## src/design/mem_consts.svh

```systemverilog
// memory stage constants
// address map, cache geometry and datapath widths
`ifndef MEM_CONSTS_SVH
`define MEM_CONSTS_SVH

// datapath
`define MEM_XLEN 64
`define MEM_LINE_BITS 128

// cache geometry, 16 bytes per line
`define MEM_CACHE_LINES 16

// core-local interruptor window, 64 KiB
`define MEM_CLINT_BASE 64'h0000_0000_0200_0000
`define MEM_CLINT_MASK 64'hFFFF_FFFF_FFFF_0000

// register offsets inside the window
`define MEM_MTIMECMP_OFF 16'h4000
`define MEM_MTIME_OFF 16'hBFF8

`endif

```

## src/design/clint_timer.sv

```systemverilog
// core-local timer
// free-running mtime, writable mtimecmp, level interrupt on mtime >= mtimecmp
`timescale 1ns/1ps
`default_nettype none
`include "mem_consts.svh"

module clint_timer (
    input  logic                 clk,
    input  logic                 rst,
    input  logic                 wen_i,
    input  logic                 sel_cmp_i,
    input  logic [`MEM_XLEN-1:0] wdata_i,
    output logic [`MEM_XLEN-1:0] rdata_o,
    output logic                 irq_o
);
    logic [`MEM_XLEN-1:0] mtime_q;
    logic [`MEM_XLEN-1:0] mtimecmp_q;

    always_ff @(posedge clk) begin
        if (rst) begin
            mtime_q <= '0;
        end else begin
            mtime_q <= mtime_q + 1'b1;
        end
    end

    // all ones keeps the interrupt quiet until software sets a deadline
    always_ff @(posedge clk) begin
        if (rst) begin
            mtimecmp_q <= '1;
        end else if (wen_i) begin
            mtimecmp_q <= wdata_i;
        end
    end

    assign rdata_o = sel_cmp_i ? mtimecmp_q : mtime_q;
    assign irq_o   = (mtime_q >= mtimecmp_q);

endmodule

`default_nettype wire

```

## config.mk

```make
export PLATFORM = sky130hd
export DESIGN_NAME = clint_timer
export DESIGN_NICKNAME = d
export VERILOG_FILES = /design/src/design/clint_timer.sv
export VERILOG_INCLUDE_DIRS = /design/src /design/src/design
export SDC_FILE = /design/constraint.sdc
export NUM_CORES = 1
export LEC_CHECK = 0
export BUFFER_PORTS_ARGS = -buffer_cell sky130_fd_sc_hd__buf_2
export CAP_MARGIN = 20
export CORE_UTILIZATION = 50
export DETAILED_ROUTE_END_ITERATION = 6
export PLACE_DENSITY = 0.73
export REMOVE_ABC_BUFFERS = 1
export SYNTH_ARGS = -nofsm -noshare
export SYNTH_HDL_FRONTEND = slang
export SYNTH_SLANG_ARGS = --single-unit
```

## constraint.sdc

```tcl
create_clock -name clk -period 4.4 [get_ports clk]
set_input_delay 0.66 -clock clk [delete_from_list [all_inputs] [get_ports clk]]
set_output_delay 0.66 -clock clk [all_outputs]
set_load 0.02 [all_outputs]
```

; ---- Yosys cells after proc, flatten, opt, wreduce, memory -nomap -nowiden
; Cells that the tools add are included.
[totals]
in_bits = 68
wordCells = 5
ff_bits = 128
[classes]
muxes = 1
n_lt_le_gt_ge = 1
add_sub_neg = 1
[op_table]
columns = op, count
row1 = "adder 64 x 1 -> 64 bit, second input constant", 1
row2 = >= comparator 64 bit, 1
row3 = two-way mux 64 bit, 1

; ---- Logic depth before layout (Yosys ltp)
[depth]
word_depth = 1
depth_mapped = 8
depth_no_buf = 8

; ---- Worst setup path after synthesis
; Ideal clock, no wire load.
[synth_timing]
path_kind = register -> output
start = reg mtime_q[15]
end = out irq_o
stages_incl_launch_ff = 8
t_arrival_ps = 2083
n_path_buf = 0
required_ps = 3740
path_slack_ps = 1657
cell_sequence = dfxtp_1 -> ha_1 -> and4_1 -> nand2_1 -> or4_1 -> a31oi_1 -> a311oi_1 -> o21ai_0
[synth_between]
elab_chain_len = 1
[synth_rtl]
columns = element, line
row1 = "start, declared", clint_timer.sv:16  ; logic [`MEM_XLEN-1:0] mtime_q;
row2 = "start signal, assigned", clint_timer.sv:23  ; mtime_q <= mtime_q + 1'b1;
row3 = >= comparator 64 bit, clint_timer.sv:37  ; assign irq_o = (mtime_q >= mtimecmp_q);
row4 = "end, declared", clint_timer.sv:14  ; output logic irq_o
; Every way passes these cells.

; ---- Worst setup path after layout
[layout_timing]
start = reg mtime_q[38]
end = out irq_o
; Same word-level chain as after synthesis.

==> flow_metrics.env <==
export IMPL_layout_min_cycle_time_ns=3.55
export IMPL_via_per_inst=5.40
export IMPL_grt_usage_pct=23.0
export IMPL_cts_setup_buffers=0
export IMPL_cts_hold_buf=0
export IMPL_vias=6102
export IMPL_slew_headroom_pct=32.1
export IMPL_cp_endpoint="irq_o"
export IMPL_max_freq_mhz=282
export IMPL_htreeDepth=4
export IMPL_cp_end_kind="output pin"
export IMPL_synth_compound_area_share_pct=12.4
export IMPL_yosys_area_top_type="dfxtp_1"
export IMPL_io_pins=133
export IMPL_clkSlewWorstSetupHoldPaths_ns=0.05
export IMPL_hpwl_um=11700
export IMPL_power_density_nw_per_um2=328
export IMPL_rrSetupSlack_ns=1.49
export IMPL_netlist_top_cells_area="dfxtp_1, ha_1, mux2_2"
export IMPL_ys_flop_type="dfxtp_1"
export IMPL_rsz0062_at_grt="no"
export IMPL_start_util_pct=51.6
export IMPL_syn_to_final_growth_pct=17.9
export IMPL_finClkSkew_ns=0.00359
export IMPL_drtAntennaViolNets=0
export IMPL_critical_path_required_ns=3.74
export IMPL_yosys_cell_types_count=48
export IMPL_drt_iter0_markers=243
export IMPL_wl_per_cell_um=14.6
export IMPL_muxShareOfSynthArea_pct=9.81
export IMPL_cts_max_path_buffers=2
export IMPL_fin_hold_ws_ns=0.458
export IMPL_yosysWarningCount=0
export IMPL_hold_start="wdata_i[49]"
export IMPL_nNetsFinal=1072
export IMPL_post_route_cell_area_sq_um=8510
export IMPL_final_setup_viol_count=0
export IMPL_netlist_area_sq_um=7220
export IMPL_grt_max_degree=74
export IMPL_coreArea_sq_um=14000
export IMPL_die_width_um=122
export IMPL_synth_top_area_share_pct=35.5
export IMPL_r2r_end="mtime_q[40]"
export IMPL_critPathLaunch="mtime_q[38]"
export IMPL_overflow=0
export IMPL_critical_path_peak_fanout=7
export IMPL_async_flop_share_pct=0
export IMPL_max_cap_violations=0
export IMPL_drive_gt1_share_pct=25.0
export IMPL_syn_inst=821
export IMPL_tightest_slew_ns=1.01
export IMPL_synthAdderAreaFrac_pct=11.3
export IMPL_slew_viol_final=0
export IMPL_n_antenna_cell=0
export IMPL_status="finished clean"
export IMPL_fin_crit_sh_pct=80.6
export IMPL_synth_edff_count=0
export IMPL_cts_resized=0
export IMPL_grt_pass1_wl_um=26700
export IMPL_setup_worst_path_class="reg2out"
export IMPL_crit_path_start_kind="register"
export IMPL_synth_seq_area_share_pct=35.5
export IMPL_antenna_found_initial=0
export IMPL_reg2reg_depth=7
export IMPL_synthXorXnorAreaFrac_pct=6.43
export IMPL_p_leak_nw=4.25
export IMPL_hold_path_class="in2reg"
export IMPL_numCtsBuffers=17
export IMPL_final_util_pct=60.8
export IMPL_io_buffer_count=132
export IMPL_die_area_sq_um=14900
export IMPL_critPathArrivalTime_ns=2.89
export IMPL_clk_latency_ns=0.41
export IMPL_synth_simple_area_share_pct=19.1
export IMPL_die_y_um=122
export IMPL_cts_root_buffer="clkbuf_16"
export IMPL_yosys_register_bits=128
export IMPL_fill_cells=1271
export IMPL_r2r_start="mtime_q[1]"
export IMPL_rows=43
export IMPL_setup_tns_final_ns=0
export IMPL_drc=0
export IMPL_gp_congestion=0.793
export IMPL_synth_area_per_cell_sq_um=8.79
export IMPL_cts_tree="yes"
export IMPL_synth_top_family_by_area="simple AND/OR/NAND/NOR gates"
export IMPL_hold_viol=0
export IMPL_first_pass_iters=4
export IMPL_cts_sinks=128
export IMPL_grt_pass1_vias=5677
export IMPL_placed_cell_area_sq_um=8010
export IMPL_wl_um=16500
export IMPL_ir_drop_v=0.000233
## how the worst min path moves through the flow
stage	cells past startpoint	slack (ns)	end
2_1_floorplan	1	0.45	mtime_q[0]
3_3_place_gp	1	0.47	mtime_q[0]
3_5_place_dp	1	0.49	mtime_q[0]
4_1_cts	3	0.45	mtimecmp_q[3]
5_1_grt	3	0.45	mtimecmp_q[0]
6_report	3	0.46	mtimecmp_q[49]
## layout by cell type, fill, tap and decap left out, types with 2 or more instances in the layout
cell type,instances
nand2_1,93
clkbuf_8,2
xnor2_1,7
nor2b_1,2
nor4_4,2
xor2_1,46
buf_2,131
nand3_1,35
clkbuf_16,17
o211ai_1,63
or4_1,2
clkbuf_1,2
and2_1,6
and4_1,9
a211oi_1,2
nand3_2,2
ha_1,65
nor3_1,3
dfxtp_1,128
inv_1,65
nor2_1,65
clkinv_2,7
nand4_1,29
a21oi_1,28
buf_4,5
and3_1,6
a21o_1,15
mux2_2,62
o21ai_0,18
a221oi_1,2
or3_1,9
## cell families after synthesis
kind of cell / count (synthesis)
compound gates: 134
flops: 128
mux: 63
fa+ha+maj: 65
buf+inv: 104
simple gates: 274
xor+xnor: 53
## synthesized netlist by cell type (all sizes together), types with 9 or more instances
library cell	count
dfxtp	128
nand2	93
inv	66
ha	65
nor2	65
o211ai	63
mux2	62
xor2	46
nand3	37
clkbuf	31
nand4	31
a21oi	28
o21ai	18
a21o	15
and4	10
or3	9
## registers in the layout, summed over array words and instances (netlist names)
signal and cells:
mtime_q 64, mtimecmp_q 64
## routing by layer
layer,share of wire (%),vias up,track usage [%]
li1,-,3127,-
met1,46,2838,28.1
met2,49,122,39.9
met3,3.6,15,4.78
met4,1.0,0,7.70
met5,0,-,0
## metrics by stage
| step | setup slack (ns) | power, mW | instances |
|---|---|---|---|
| 2_1_floorplan | 1.66 | 1.45 | 783 |
| 3_3_place_gp | 1.23 | 1.59 | 1100 |
| 3_5_place_dp | 1.25 | 1.60 | 1100 |
| 4_1_cts | 0.790 | 2.82 | 1129 |
| 5_1_grt | 0.685 | 2.91 | 1129 |
| 6_report | 0.853 | 2.79 | 1129 |
## power breakdown
| part | switching, mW | internal, mW |
|---|---|---|
| Combinational | 0.207 | 0.144 |
| Clock | 0.489 | 0.730 |
| Sequential | 0.0211 | 1.20 |
| Total | 0.717 | 2.08 |
## worst max-delay path: stages (launching register included)
cell	delay [ns]
dfxtp_1	0.46
ha_1	0.30
nand4_1	0.15
nor3_1	0.11
a22o_1	0.19
or4_1	0.47
a311oi_1	0.40
o21ai_0	0.19
buf_2	0.19
## layout make-up
| type | count | area, sq um | area share (%) |
|---|---|---|---|
| Multi-Input combinational cell | 589 | 4260 | 50.0 |
| Sequential cell | 128 | 2560 | 30.1 |
| Clock inverter | 8 | 42.5 | 0.500 |
| Clock buffer | 21 | 460 | 5.41 |
| Tap cell | 180 | 225 | 2.65 |
| Timing Repair Buffer | 137 | 713 | 8.38 |
| Inverter | 66 | 248 | 2.91 |
No activity file was read; power rests on OpenSTA's default activity.
