[config.mk]
export PLATFORM = sky130hd
export DESIGN_NAME = mem_align
export DESIGN_NICKNAME = d
export VERILOG_FILES = /design/src/design/mem_op_pkg.sv /design/src/design/mem_align.sv
export VERILOG_INCLUDE_DIRS = /design/src /design/src/design
export SDC_FILE = /design/constraint.sdc
export NUM_CORES = 1
export LEC_CHECK = 0
export BUFFER_PORTS_ARGS = -buffer_cell sky130_fd_sc_hd__buf_4
export CAP_MARGIN = 40
export CORE_MARGIN = 4
export CORE_UTILIZATION = 41
export DETAILED_ROUTE_END_ITERATION = 12
export GPL_TIMING_DRIVEN = 0
export PLACE_DENSITY = 0.78
export REMOVE_ABC_BUFFERS = 1
export SYNTH_ARGS = -nofsm -noshare
export SYNTH_HDL_FRONTEND = slang
export SYNTH_SLANG_ARGS = --single-unit
export TNS_END_PERCENT = 20
[constraint.sdc]
create_clock -name vclk -period 1.8
set_clock_uncertainty 0.05 [all_clocks]
set_input_delay 0.18 -clock vclk [all_inputs]
set_output_delay 0.18 -clock vclk [all_outputs]
set_load 0.03 [all_outputs]
[src/design/mem_consts.svh]
// memory stage constants
// address map, cache geometry and datapath widths
`ifndef MEM_CONSTS_SVH
`define MEM_CONSTS_SVH

// datapath
`define MEM_XLEN 64
`define MEM_LINE_BITS 128

// cache geometry, 16 bytes per line
`define MEM_CACHE_LINES 16

// core-local interruptor window, 64 KiB
`define MEM_CLINT_BASE 64'h0000_0000_0200_0000
`define MEM_CLINT_MASK 64'hFFFF_FFFF_FFFF_0000

// register offsets inside the window
`define MEM_MTIMECMP_OFF 16'h4000
`define MEM_MTIME_OFF 16'hBFF8

`endif

[src/design/mem_op_pkg.sv]
// load/store operation types
// opcode carries width in bits [1:0] and zero extension in bit 2
`default_nettype none

package mem_op_pkg;

    typedef enum logic [2:0] {
        LB  = 3'b000,
        LH  = 3'b001,
        LW  = 3'b010,
        LD  = 3'b011,
        LBU = 3'b100,
        LHU = 3'b101,
        LWU = 3'b110
    } mem_op_e;

    // same order as the low opcode bits
    typedef enum logic [1:0] {
        SIZE_B = 2'b00,
        SIZE_H = 2'b01,
        SIZE_W = 2'b10,
        SIZE_D = 2'b11
    } mem_size_e;

endpackage

`default_nettype wire

[src/design/mem_align.sv]
// load/store alignment
// places store bytes on their lanes and extends load data to 64 bits
`timescale 1ns/1ps
`default_nettype none
`include "mem_consts.svh"

module mem_align (
    input  mem_op_pkg::mem_op_e   op_i,
    input  logic [2:0]            addr_lo_i,
    input  logic [`MEM_XLEN-1:0]  wdata_i,
    input  logic [`MEM_XLEN-1:0]  word_i,
    output logic [7:0]            wmask_o,
    output logic [`MEM_XLEN-1:0]  wdata_o,
    output logic [`MEM_XLEN-1:0]  rdata_o
);
    import mem_op_pkg::*;

    mem_size_e            size;
    logic                 zext;
    logic [5:0]           bit_off;
    logic [`MEM_XLEN-1:0] lane;
    logic [`MEM_XLEN-1:0] rshift;

    assign size    = mem_size_e'(op_i[1:0]);
    assign zext    = op_i[2];
    assign bit_off = {addr_lo_i, 3'b000};

    // trim store data to its size before moving it up
    always_comb begin
        case (size)
            SIZE_B: begin
                lane    = {56'b0, wdata_i[7:0]};
                wmask_o = 8'h01 << addr_lo_i;
            end
            SIZE_H: begin
                lane    = {48'b0, wdata_i[15:0]};
                wmask_o = 8'h03 << addr_lo_i;
            end
            SIZE_W: begin
                lane    = {32'b0, wdata_i[31:0]};
                wmask_o = 8'h0f << addr_lo_i;
            end
            default: begin
                lane    = wdata_i;
                wmask_o = 8'hff;
            end
        endcase
    end

    assign wdata_o = lane << bit_off;

    // addressed bytes down to bit 0
    assign rshift = word_i >> bit_off;

    always_comb begin
        case (size)
            SIZE_B: begin
                rdata_o = {{56{rshift[7] & ~zext}}, rshift[7:0]};
            end
            SIZE_H: begin
                rdata_o = {{48{rshift[15] & ~zext}}, rshift[15:0]};
            end
            SIZE_W: begin
                rdata_o = {{32{rshift[31] & ~zext}}, rshift[31:0]};
            end
            default: begin
                rdata_o = rshift;
            end
        endcase
    end

endmodule

`default_nettype wire

# ---- After elaboration in Yosys (flattened, before gate mapping)
# Cells that the tools add are included.
dict set report word_totals {
  register_bits 0
  wordCells 15
  output_inout_bits 136
}
dict set report op_classes {
  shifts 5
  n_eq_ne 2
  bitwise 4
  n_mux 3
  reduce_logical 1
}
# op count
set op_table {}
lappend op_table {{64-bit one-hot mux with 3 select lines} 2}
lappend op_table {{64-bit by 6-bit << shifter with 64-bit output} 1}
lappend op_table {{64-bit by 6-bit right shift with 64-bit output} 1}
lappend op_table {{8-bit one-hot mux with 3 select lines} 1}
lappend op_table {{1-bit by 3-bit << shifter with 8-bit output, first input constant} 1}
lappend op_table {{2-bit by 3-bit << shifter with 8-bit output, first input constant} 1}
lappend op_table {{4-bit by 3-bit << shifter with 8-bit output, first input constant} 1}
lappend op_table {{1-bit AND} 3}
lappend op_table {{2-bit by 1-bit equality test with 1-bit output, second input constant} 1}
lappend op_table {{2-bit equality test, second input constant} 1}
lappend op_table {{2-bit logical NOT} 1}
lappend op_table {{1-bit inverter} 1}

# ---- Logic depth before layout (Yosys ltp)
dict set report depth {
  word_depth 3
  ltp_mapped 9
  ltp_nobuf 6
}

# ---- Worst setup path before layout
# OpenSTA, ideal clock, no wires.
dict set report synth_path {
  path_kind {in2out}
  from {in addr_lo_i[0]}
  to {out wdata_o[35]}
  setup_slack_ns -0.538
  arrival_ns 2.108
  n_path_buf 4
  required_ns 1.570
  stages 7
  cell_sequence {buf_2 -> buf_2 -> buf_4 -> buf_2 -> mux2i_1 -> nor2_1 -> o32ai_1}
}
dict set report synth_via {
  elab_chain_cells 1
}
# element line
set synth_rtl {}
lappend synth_rtl {{from (decl)} mem_align.sv:9} ;# input logic [2:0] addr_lo_i,
lappend synth_rtl {{64-bit by 6-bit << shifter with 64-bit output} mem_align.sv:50} ;# assign wdata_o = lane << bit_off;
lappend synth_rtl {{to (decl)} mem_align.sv:13} ;# output logic [`MEM_XLEN-1:0] wdata_o,
# No other way between the ends.

# ---- Worst setup path in the final report
dict set report layout_path {
  from {in addr_lo_i[1]}
  to {out rdata_o[23]}
}
dict set report layout_via {
  elab_chain_cells 3
  word_cells_on_any_way 4
}
# element line
set layout_rtl {}
lappend layout_rtl {{64-bit by 6-bit right shift with 64-bit output (*)} mem_align.sv:53} ;# assign rshift = word_i >> bit_off;
lappend layout_rtl {{1-bit AND (on tied branches)} {mem_align.sv:61, mem_align.sv:58}}
lappend layout_rtl {{64-bit one-hot mux with 3 select lines (*)} mem_align.sv:56} ;# case (size)
lappend layout_rtl {{to (decl)} mem_align.sv:14} ;# output logic [`MEM_XLEN-1:0] rdata_o
# Mark *: on every way between the ends. The rest lies on a longest branch, timed or not.

==> flow_summary.ini <==
[status]
status = finished with violations
violations = negative setup slack

[sta]
hold_viol_final = 0
finalWorstSetupSlack_ps = -450
setup_viol_count_final = 100
fmax_mhz = 444
slew_violations = 0
relSlewSlack = 0.614
finalCritPeriodShare = 1.25
holdWs_ps = 682
fin_crit_ps = 2250
max_slew.worst_pin.slew_ps = 577
setup_tns_ps = -25580
rsz0062_at_grt = true

[place]
place_inst = 957
hpwl_um = 14800
io_buffers = 270
gp_congestion = 0.923
dp_slack_ps = -1600

[global_routing]
grt_pass1_wl_um = 36200
grt_remaining_overflow = 0
grt_antenna_before_repair = 0
grt_max_degree = 48
first_global_vias = 6518
grt_usage = 0.356

[finish]
clkbuf_count = 0
seq_cell_count = 0
stdcell_count = 998
fin_nets = 1003
seq_area_um2 = 0
drive_gt1_frac = 0.503
area_delta_synth_final_pct = 73.4
antennaDiodeCount = 0

[drt]
wl_um = 23800
antenna_left = 0
viasPerCell = 6.62
firstDrtPassIters = 5
drc_errors = 0
vias = 6603
wl_per_cell_um = 23.8
drt_iter0_markers = 896

[setup_path]
crit_required_ps = 1570
critPathSlowestCell = mux4_2
path_delay_family = multiplexers
start_kind = primary input
cp.depth = 8
critical_path.max_fanout = 7
timing.critical_path.to = rdata_o[23]
critPathMaxStageDelay_ps = 490
startpoint = addr_lo_i[1]
worstSetupPathType = in2out
crit_path_end_kind = primary output
worstPathCellList = buf_16 > buf_16 > mux2i_4 > mux4_2 > or2_4 > buf_12 > o211ai_1 > buf_4
crit_top_cell = buf_16
path_buf_inv = 4
worstPathArrival_ps = 2020

[hold_path]
hp-class = in2out

[floorplan]
ios = 270
die_area_um2 = 12200
dieWidth_um = 111
start_util = 0.420
rows = 37
fp.dieH_um = 111
core_um2 = 10300

[pwr]
netSwitchingPower_mw = 1.50
power_frac_clock = 0
power_frac_seq = 0
leakage_nw = 3.54
combPwrFrac = 1.000
ir_drop_v = 0.000250
total_power_mw = 2.70
p_per_area_nw_per_um2 = 360
switching_share = 0.555
p_int_mw = 1.20

[yosys]
synth_cells = 619
avgSynthCellArea_um2 = 6.97
synth_cell_types = 44
syn_area_um2 = 4310
synth_top_cell_by_area = mux4_2
seq_area_frac_synth = 0
synth_most_common_cell = nand2_1
synthTopCellsByCount = nand2_1 (87), mux2i_1 (55), nor2_1 (54)
synth_top_area_share = 0.167
yosys_warnings = 0
ys_top_cells_by_area = mux4_2 (17%), mux2i_1 (13%), nand2_1 (7.6%), mux2_2 (5.5%), o21ai_0 (5.3%)

[job]
drv_cap = 0

[cts]
cts_hold_buffers = 0
metal layers:
metal / GRT usage / part of all wire / wire (µm) / vias to the layer above
li1: - / - / - / 2867
met1: 0.463 / 0.37 / 8820 / 3139
met2: 0.593 / 0.49 / 11500 / 512
met3: 0.0548 / 0.10 / 2430 / 85
met4: 0.134 / 0.041 / 978 / 0
met5: 0 / 0 / 0 / -
metrics by stage:
stage                     utilization  cell area [µm²]
after global routing            0.728             7480
final                           0.728             7480
after detailed placement        0.614             6310
after CTS                       0.708             7280
after global placement          0.595             6120
after floorplan                     -             3920
layout make-up:
class              count  area [µm²]
well taps            136         170
multi-input cells    531        4170
repair buffers       326        3100
fillers              789        2800
inverters              5        33.8
worst min-delay path, delay by kind of cell:
family | cells | cell delay [ps]
compound gates | 1 | 60
simple gates | 1 | 50
buf+inv | 2 | 260
cell families after synthesis:
| family | share of synthesized area |
|---|---|
| multiplexers | 0.350 |
| AO/OA/AOI/OAI | 0.291 |
| adder cells (fa/ha/maj) | 0.0145 |
| buffers and inverters | 0.0946 |
| AND/OR/NAND/NOR | 0.250 |
power by group through the flow:
stage	Sequential (mW)	Clock (mW)	Combinational [mW]
floorplan	0	0	1.26
global placement	0	0	2.25
detailed placement	0	0	2.30
CTS	0	0	2.59
global route	0	0	2.82
finish	0	0	2.70
worst min path at each step:
stage | start | end | slack (ps) | cells after the start
final | wdata_i[4] | wdata_o[36] | 680 | 4
after global routing | wdata_i[4] | wdata_o[36] | 690 | 4
after CTS | wdata_i[6] | wdata_o[38] | 670 | 4
after detailed placement | wdata_i[6] | wdata_o[38] | 670 | 4
after global placement | wdata_i[4] | wdata_o[36] | 670 | 4
after floorplan | addr_lo_i[2] | wdata_o[16] | 420 | 1
repair_timing:
item,CTS,global route
buffers inserted,24,3
gates cloned,13,1
setup endpoints to repair,136,114
pin swaps,29,15
hold endpoints to repair,0,0
resized for setup,97,46
placed cells by master (no fill, tap or decap), drive strengths merged, types with 6 or more instances in the layout:
| cell type | instances |
|---|---|
| a21oi | 31 |
| a221oi | 11 |
| a31oi | 6 |
| a32o | 8 |
| and2 | 6 |
| buf | 316 |
| bufbuf | 9 |
| mux2 | 21 |
| mux2i | 55 |
| mux4 | 32 |
| nand2 | 87 |
| nand2b | 7 |
| nand3 | 6 |
| nand4 | 29 |
| nor2 | 54 |
| nor2b | 12 |
| nor3 | 12 |
| o211ai | 20 |
| o21a | 12 |
| o21ai | 46 |
| o22ai | 9 |
| o2bb2ai | 7 |
| o31ai | 12 |
| or2 | 6 |
Note: power is estimated with default switching activity, not from simulation.
